### src/rtl/bpcPkg.sv
package bpcPkg;

  // Word address slice of a 32-bit byte address
  localparam int ADDR_HI = 31;
  localparam int ADDR_LO = 2;

  // Unconditional branches, with and without the immediate form
  localparam logic [5:0] OPC_BRU_A = 6'o46;
  localparam logic [5:0] OPC_BRU_B = 6'o56;

  // Conditional branches
  localparam logic [5:0] OPC_BCC_A = 6'o47;
  localparam logic [5:0] OPC_BCC_B = 6'o57;

  // Prefix and return, both unsafe as interrupt points
  localparam logic [5:0] OPC_IMM = 6'o54;
  localparam logic [5:0] OPC_RTD = 6'o55;

  // Branch conditions, rd[2:0] of a BCC word
  localparam logic [2:0] CC_EQ = 3'd0;
  localparam logic [2:0] CC_NE = 3'd1;
  localparam logic [2:0] CC_LT = 3'd2;
  localparam logic [2:0] CC_LE = 3'd3;
  localparam logic [2:0] CC_GT = 3'd4;
  localparam logic [2:0] CC_GE = 3'd5;

  // Compare operand source
  localparam logic [1:0] FWD_REG  = 2'd0;
  localparam logic [1:0] FWD_ALU  = 2'd1;
  localparam logic [1:0] FWD_LOAD = 2'd2;

  // Outstanding fetches accepted by the instruction memory
  localparam int CREDIT_MAX = 4;
  // Wide enough to hold CREDIT_MAX itself
  localparam int CREDIT_W = 3;

endpackage

### src/rtl/branchDecode.sv
module branchDecode (
  input  logic        gclk,
  input  logic        grst,
  input  logic        dEn,
  input  logic [31:0] instrWord,
  output logic        isBcc,
  output logic        isBru,
  output logic [2:0]  condCode,
  output logic        delayed
);

  logic [5:0] opcode;
  logic [4:0] rd;
  logic [4:0] ra;
  logic       bccOp;
  logic       bruOp;

  // Field split, opcode in the top bits
  assign opcode = instrWord[31:26];
  assign rd     = instrWord[25:21];
  assign ra     = instrWord[20:16];

  assign bccOp = (opcode == bpcPkg::OPC_BCC_A) || (opcode == bpcPkg::OPC_BCC_B);
  assign bruOp = (opcode == bpcPkg::OPC_BRU_A) || (opcode == bpcPkg::OPC_BRU_B);

  always_ff @(posedge gclk) begin
    if (grst) begin
      isBcc    <= 1'b0;
      isBru    <= 1'b0;
      condCode <= bpcPkg::CC_EQ;
      delayed  <= 1'b0;
    end else if (dEn) begin
      isBcc    <= bccOp;
      isBru    <= bruOp;
      condCode <= rd[2:0];
      // Delay bit sits in rd for BCC but in ra for BRU
      delayed  <= (bruOp && ra[4]) || (bccOp && rd[4]);
    end
  end

  // One branch kind at a time, held across decode enables
  assert property (@(posedge gclk) disable iff (grst) !(isBcc && isBru))
    else $error("branchDecode: BCC and BRU flags both set");

endmodule

### src/rtl/branchEval.sv
module branchEval (
  input  logic [1:0]  fwdSel,
  input  logic [31:0] regA,
  input  logic [31:0] aluResult,
  input  logic [31:0] loadData,
  input  logic        isBcc,
  input  logic        isBru,
  input  logic [2:0]  condCode,
  output logic        branchTaken
);

  logic [31:0] operand;
  logic        isZero;
  logic        isNeg;
  logic        condMet;

  // Forwarding mux, register file value unless a newer one is in flight
  always_comb begin
    case (fwdSel)
      bpcPkg::FWD_ALU:  operand = aluResult;
      bpcPkg::FWD_LOAD: operand = loadData;
      default:          operand = regA;
    endcase
  end

  assign isZero = (operand == 32'd0);
  assign isNeg  = operand[31];

  // Signed compare against zero
  always_comb begin
    case (condCode)
      bpcPkg::CC_EQ: condMet = isZero;
      bpcPkg::CC_NE: condMet = !isZero;
      bpcPkg::CC_LT: condMet = isNeg;
      bpcPkg::CC_LE: condMet = isZero || isNeg;
      bpcPkg::CC_GT: condMet = !isZero && !isNeg;
      bpcPkg::CC_GE: condMet = !isNeg;
      default:       condMet = 1'b0;
    endcase
  end

  assign branchTaken = isBru || (isBcc && condMet);

  // Selector value 3 has no source behind it
  always_comb begin
    assert ($isunknown(fwdSel) ||
            (fwdSel inside {bpcPkg::FWD_REG, bpcPkg::FWD_ALU, bpcPkg::FWD_LOAD}))
      else $error("branchEval: illegal forwarding select %0d", fwdSel);
  end

endmodule

### src/rtl/pcPipeline.sv
module pcPipeline (
  input  logic                                 gclk,
  input  logic                                 grst,
  input  logic                                 stepEn,
  input  logic                                 branchTaken,
  input  logic                                 delayed,
  input  logic [bpcPkg::ADDR_HI:bpcPkg::ADDR_LO] target,
  input  logic                                 memopStep,
  input  logic [5:0]                           opcode,
  output logic [bpcPkg::ADDR_HI:bpcPkg::ADDR_LO] nextFetch,
  output logic [bpcPkg::ADDR_HI:bpcPkg::ADDR_LO] pc,
  output logic [bpcPkg::ADDR_HI:bpcPkg::ADDR_LO] pcLink,
  output logic                                 dSkip,
  output logic                                 xSkip,
  output logic [1:0]                           atomBorder
);

  logic [bpcPkg::ADDR_HI:bpcPkg::ADDR_LO] preFetch;
  logic [bpcPkg::ADDR_HI:bpcPkg::ADDR_LO] pcIncr;
  logic                                 firstSkip;
  logic                                 rSkip;
  logic                                 isBranchOp;
  logic                                 unsafeOp;
  logic                                 safeBorder;

  // Word step is zero or one
  assign pcIncr = {{(bpcPkg::ADDR_HI - bpcPkg::ADDR_LO){1'b0}}, memopStep};

  assign nextFetch = branchTaken ? target : (preFetch + pcIncr);

  // Taken branch without delay slot squashes what follows
  assign firstSkip = branchTaken && !delayed;
  assign dSkip     = firstSkip || rSkip;

  assign isBranchOp = (opcode == bpcPkg::OPC_BRU_A) || (opcode == bpcPkg::OPC_BRU_B) ||
                      (opcode == bpcPkg::OPC_BCC_A) || (opcode == bpcPkg::OPC_BCC_B);
  assign unsafeOp   = isBranchOp || (opcode == bpcPkg::OPC_IMM) ||
                      (opcode == bpcPkg::OPC_RTD);

  // A squashed instruction never splits an atomic sequence
  assign safeBorder = !(unsafeOp && !firstSkip);

  always_ff @(posedge gclk) begin
    if (grst) begin
      preFetch   <= '0;
      pc         <= '0;
      pcLink     <= '0;
      rSkip      <= 1'b0;
      xSkip      <= 1'b0;
      atomBorder <= 2'b00;
    end else if (stepEn) begin
      preFetch   <= nextFetch;
      pc         <= preFetch;
      pcLink     <= pc;
      rSkip      <= firstSkip;
      xSkip      <= dSkip;
      // Shift in old low bit XOR safe
      atomBorder <= {atomBorder[0], atomBorder[0] ^ safeBorder};
    end
  end

endmodule

### src/rtl/fetchCredit.sv
module fetchCredit (
  input  logic gclk,
  input  logic grst,
  input  logic advance,
  input  logic creditReturn,
  output logic stepEn,
  output logic fetchValid
);

  logic [bpcPkg::CREDIT_W-1:0] creditCount;
  logic                        haveCredit;

  assign haveCredit = (creditCount != '0);

  // Pipeline moves only when memory can take another fetch
  assign stepEn     = advance && haveCredit;
  assign fetchValid = stepEn;

  always_ff @(posedge gclk) begin
    if (grst) begin
      creditCount <= bpcPkg::CREDIT_W'(bpcPkg::CREDIT_MAX);
    end else begin
      case ({stepEn, creditReturn})
        2'b10:   creditCount <= creditCount - 1'b1;
        2'b01:   creditCount <= creditCount + 1'b1;
        // Spend and return together cancel out
        default: creditCount <= creditCount;
      endcase
    end
  end

  // Upper bound across any mix of spends and returns
  assert property (@(posedge gclk) disable iff (grst)
                   creditCount <= bpcPkg::CREDIT_W'(bpcPkg::CREDIT_MAX))
    else $error("fetchCredit: credit count %0d above limit", creditCount);

  // Memory returns only credits that were spent
  assert property (@(posedge gclk) disable iff (grst)
                   creditReturn |-> creditCount != bpcPkg::CREDIT_W'(bpcPkg::CREDIT_MAX))
    else $error("fetchCredit: credit returned with none outstanding");

endmodule

### src/rtl/branchUnit.sv
module branchUnit (
  input  logic                                 gclk,
  input  logic                                 grst,
  input  logic                                 advance,
  input  logic                                 dEn,
  input  logic [31:0]                          instrWord,
  input  logic [1:0]                           fwdSel,
  input  logic [31:0]                          regA,
  input  logic [31:0]                          aluResult,
  input  logic [31:0]                          loadData,
  input  logic [31:0]                          xResult,
  input  logic                                 memopStep,
  input  logic                                 creditReturn,
  output logic [bpcPkg::ADDR_HI:bpcPkg::ADDR_LO] fetchAddr,
  output logic                                 fetchValid,
  output logic [bpcPkg::ADDR_HI:bpcPkg::ADDR_LO] pc,
  output logic [bpcPkg::ADDR_HI:bpcPkg::ADDR_LO] pcLink,
  output logic                                 dSkip,
  output logic                                 xSkip,
  output logic [1:0]                           atomBorder
);

  logic       isBcc;
  logic       isBru;
  logic [2:0] condCode;
  logic       delayed;
  logic       branchTaken;
  logic       stepEn;

  branchDecode decode (
    .gclk      (gclk),
    .grst      (grst),
    .dEn       (dEn),
    .instrWord (instrWord),
    .isBcc     (isBcc),
    .isBru     (isBru),
    .condCode  (condCode),
    .delayed   (delayed)
  );

  branchEval eval (
    .fwdSel      (fwdSel),
    .regA        (regA),
    .aluResult   (aluResult),
    .loadData    (loadData),
    .isBcc       (isBcc),
    .isBru       (isBru),
    .condCode    (condCode),
    .branchTaken (branchTaken)
  );

  // Branch target is the word part of the ALU result
  pcPipeline pcPipe (
    .gclk        (gclk),
    .grst        (grst),
    .stepEn      (stepEn),
    .branchTaken (branchTaken),
    .delayed     (delayed),
    .target      (xResult[bpcPkg::ADDR_HI:bpcPkg::ADDR_LO]),
    .memopStep   (memopStep),
    .opcode      (instrWord[31:26]),
    .nextFetch   (fetchAddr),
    .pc          (pc),
    .pcLink      (pcLink),
    .dSkip       (dSkip),
    .xSkip       (xSkip),
    .atomBorder  (atomBorder)
  );

  fetchCredit credit (
    .gclk         (gclk),
    .grst         (grst),
    .advance      (advance),
    .creditReturn (creditReturn),
    .stepEn       (stepEn),
    .fetchValid   (fetchValid)
  );

endmodule

### config.mk
export PLATFORM = sky130hd
export DESIGN_NAME = branchUnit
export DESIGN_NICKNAME = d
export VERILOG_FILES = /design/src/rtl/bpcPkg.sv /design/src/rtl/branchDecode.sv /design/src/rtl/branchEval.sv /design/src/rtl/pcPipeline.sv /design/src/rtl/fetchCredit.sv /design/src/rtl/branchUnit.sv
export SDC_FILE = /design/constraint.sdc
export NUM_CORES = 1
export LEC_CHECK = 0
export ABC_AREA = 0
export BUFFER_PORTS_ARGS = -buffer_cell sky130_fd_sc_hd__buf_2
export CORE_MARGIN = 4
export CORE_UTILIZATION = 45
export CTS_CLUSTER_DIAMETER = 80
export CTS_CLUSTER_SIZE = 12
export DETAILED_ROUTE_END_ITERATION = 10
export GPL_TIMING_DRIVEN = 0
export PLACE_DENSITY = 0.79
export SLEW_MARGIN = 10
export SYNTH_ARGS = -nofsm -noshare
export SYNTH_HDL_FRONTEND = slang
export SYNTH_HIERARCHICAL = 1
export SYNTH_SLANG_ARGS = --single-unit
### constraint.sdc
create_clock -name gclk -period 17.3 [get_ports gclk]
set_clock_uncertainty 0.1 [all_clocks]
set_input_delay 5.19 -clock gclk [delete_from_list [all_inputs] [get_ports gclk]]
set_output_delay 5.19 -clock gclk [all_outputs]
set_load 0.05 [all_outputs]
==> summary.txt <==
STA
  – # setup viols final: 0
  – PnR worst setup slack: roughly 3300 ps
  – Worst relative slew slack: between 40% and 50%
  – Hold slack: 390 ps
  – Max Fclk: approximately 71 MHz
  – Final period util: slightly above 80%
  – Max Slew Vio Count: 0
  – Worst slew pin tran: ~840 ps
  – Final setup TNS: 0 ps
  – Min Tclk post-route: about 14000 ps
  – Hold Violations, Final: 0
  – RSZ-0062 raised after global routing: no

Clock network
  – Clk buf depth: 2
  – Post-CTS Hold Buffers: 0
  – # resized after CTS: 0
  – Post CTS Setup Buffer Count: 0
  – Clk root buf: clkbuf_16
  – Skew-Pair Late Insertion Delay: between 300 and 400 ps
  – CTS tree: built
  – Worst-path clk slew: 70 ps
  – Htree depth: 3
  – Num CTS Buffers: 9
  – CTS Sinks: slightly above 100

Synthesis
  – Yosys warning count: 6
  – Largest area contributor in the netlist: dfxtp_1
  – Gate Count Post-Synth: 630
  – Synth Register Bits: between 100 and 150
  – Synth area leaders: dfxtp_1, mux2i_1, nor2_1
  – Top post-synthesis cells by count: dfxtp_1, nor2_1, mux2i_1
  – Synthesized cell area: roughly 5300 µm²
  – EDFF count, synth: 0
  – Yosys cell types: 58
  – Yosys top cell area share: 38.5%
  – Register area share after synthesis: between 30% and 40%
  – Avg Synthesized Cell Area: between 8 and 9 µm²
  – FFs w/ async S/R, synth: 0%
  – Primary FF master, synth: dfxtp_1
  – Net Count, Synth: roughly 800

Global route
  – Pin count of the biggest net entering global routing: 19
  – First-pass GRT wire length: 26400 µm
  – Vias in the first global route: roughly 5200
  – GRT Residual Overflow: 0
  – Initial antenna violation count: 2
  – Global Route Usage Sum: between 20% and 30%

Job
  – Max-cap check violation count: 0

Routing
  – Vias per cell: 5.47
  – TritonRoute pass-1 iters: 5
  – Via count: roughly 5600
  – Final WL: ~18000 µm
  – DRT iter0 DRCs: between 400 and 500
  – Final ANT Viol Nets: 0
  – Routed len/inst: around 17 µm
  – DRC Markers: 0

Outcome
  – Status: complete, no violations

Die
  – Placeable Area: ~12000 µm²
  – Starting density of the core: 46.4%
  – Die area: 13700 µm²
  – Die Y: ~120 µm
  – FP Rows: 39
  – Die Span X: 117 µm
  – # IOs: 263

Finish
  – Area delta synth->final: 31.3%
  – Area occupied by multi-input gates: just over 3000 µm²
  – Register area: 2060 µm²
  – Share of cells above drive strength 1: a little under a third
  – Non-Filler Instances: 1028
  – Fillers: 1050
  – Net count, final: 1053

Placed design
  – Cells after DPL: just over 1000
  – Number of port buffers: about 240
  – Worst slack at placement: 3300 ps
  – Placer Congestion: 0.876
  – Dpl hpwl: approximately 14000 µm

Pwr
  – Power Dens Cells: 96.6 nW/µm²
  – Peak supply drop: 67.2 µV
  – Lkg Pwr: around 0.0033 µW

Hold path
  – Min-Delay Path Depth: 2
  – Worst Hold Class: reg2reg

Critical path
  – CP Data Required Time: ~12000 ps
  – Critical Path Source Type: input pin
  – Reg2Reg Depth: 10
  – WS Path Type: in2out
  – Worst EP arrival: 8700 ps
  – Max FO, Critical Path: 10
  – Endpoint type of the worst setup path: primary output
## cell usage in the layout, fill, tap and decap left out, types with 2 or more instances in the layout
| cell | n |
|---|---|
| o22ai_1 | 2 |
| a22o_1 | 4 |
| a31oi_1 | 10 |
| a21o_1 | 6 |
| dfxtp_1 | 103 |
| a32o_1 | 4 |
| clkinv_1 | 2 |
| nor4_1 | 23 |
| clkinvlp_4 | 2 |
| nand2_1 | 38 |
| mux2_2 | 2 |
| ha_1 | 5 |
| a22oi_1 | 13 |
| and2_1 | 2 |
| o21ai_0 | 29 |
| clkbuf_1 | 32 |
| a21oi_1 | 10 |
| o31ai_1 | 4 |
| o21ai_1 | 10 |
| nor3_1 | 9 |
| nand3_1 | 23 |
| inv_6 | 3 |
| buf_2 | 246 |
| nand4_1 | 17 |
| o21a_1 | 2 |
| xnor2_1 | 7 |
| buf_1 | 4 |
| xor2_1 | 25 |
| and3_1 | 11 |
| a221oi_1 | 2 |
| clkbuf_16 | 9 |
| mux2i_1 | 72 |
| nor2_1 | 103 |
| or3_1 | 9 |
| inv_1 | 12 |
| o32ai_1 | 2 |
## report_power, final
| part | total, µW | internal [µW] | leakage, µW | switching, µW |
|---|---|---|---|---|
| logic | 204 | 66.3 | 0.00233 | 138 |
| clock network | 208 | 114 | 0.000143 | 94.8 |
| registers | 266 | 251 | 0.000835 | 15.0 |
## per-layer routing
metal	wire [µm]	global-route usage (%)	up-vias
met5	15	0	-
met4	253	7.26	2
met3	1480	4.58	23
met2	8210	40.5	243
met1	7580	33.0	2609
li1	-	-	2749
## per-stage QoR
step	utilization, %	cell area (µm²)	total power (µW)
3_5_place_dp	58.3	6720	473
5_1_grt	61.0	7020	706
3_3_place_gp	58.3	6720	471
4_1_cts	61.0	7020	680
2_1_floorplan	-	5350	412
6_report	61.0	7020	679
## final cells by class
cell class / count / area share [%]
multi-input combinational: 467 / 43.4
sequential: 103 / 29.4
timing repair buffer: 238 / 17.0
clock buffer: 9 / 3.21
buffer: 46 / 2.67
tap: 143 / 2.55
clock inverter: 7 / 1.09
inverter: 14 / 0.748
antenna: 1 / 0.0356
## flip-flops by register name, summed over array words and instances (netlist names), 2 cells and up
name / cells
pcPipe/preFetch: 30
credit/creditCount: 3
pcPipe/pcLink: 30
pcPipe/pc: 30
pcPipe/atomBorder: 2
decode/condCode: 3
## kinds of logic after synthesis
logic type / share of synthesized area, %
AO/OA/AOI/OAI: 12.8
XOR/XNOR: 5.24
adder cells (fa/ha/maj): 1.54
buffers and inverters: 4.49
flip-flops: 38.5
multiplexers: 13.9
AND/OR/NAND/NOR: 23.5
## worst max-delay path: stages
cell	delay, ps
buf_2	90
inv_1	40
ha_1	340
a221oi_2	200
a21oi_1	100
a2111oi_0	410
a311oi_1	110
o21ai_2	210
clkbuf_1	470
clkbuf_1	430
clkbuf_1	540
nand2_1	90
o21ai_0	150
buf_2	330
## path summary, 6_finish.rpt
kind                                       to  slack [ps]                            start
min               decode/delayed$_SDFFE_PP0P_         390      decode/delayed$_SDFFE_PP0P_
max                             fetchAddr[11]        3310                        fwdSel[0]
min reg2reg       decode/delayed$_SDFFE_PP0P_         390      decode/delayed$_SDFFE_PP0P_
max reg2reg  pcPipe/preFetch[29]$_SDFFE_PP0P_       13680  decode/condCode[1]$_SDFFE_PP0P_
Power figures use the tool's default switching activity.
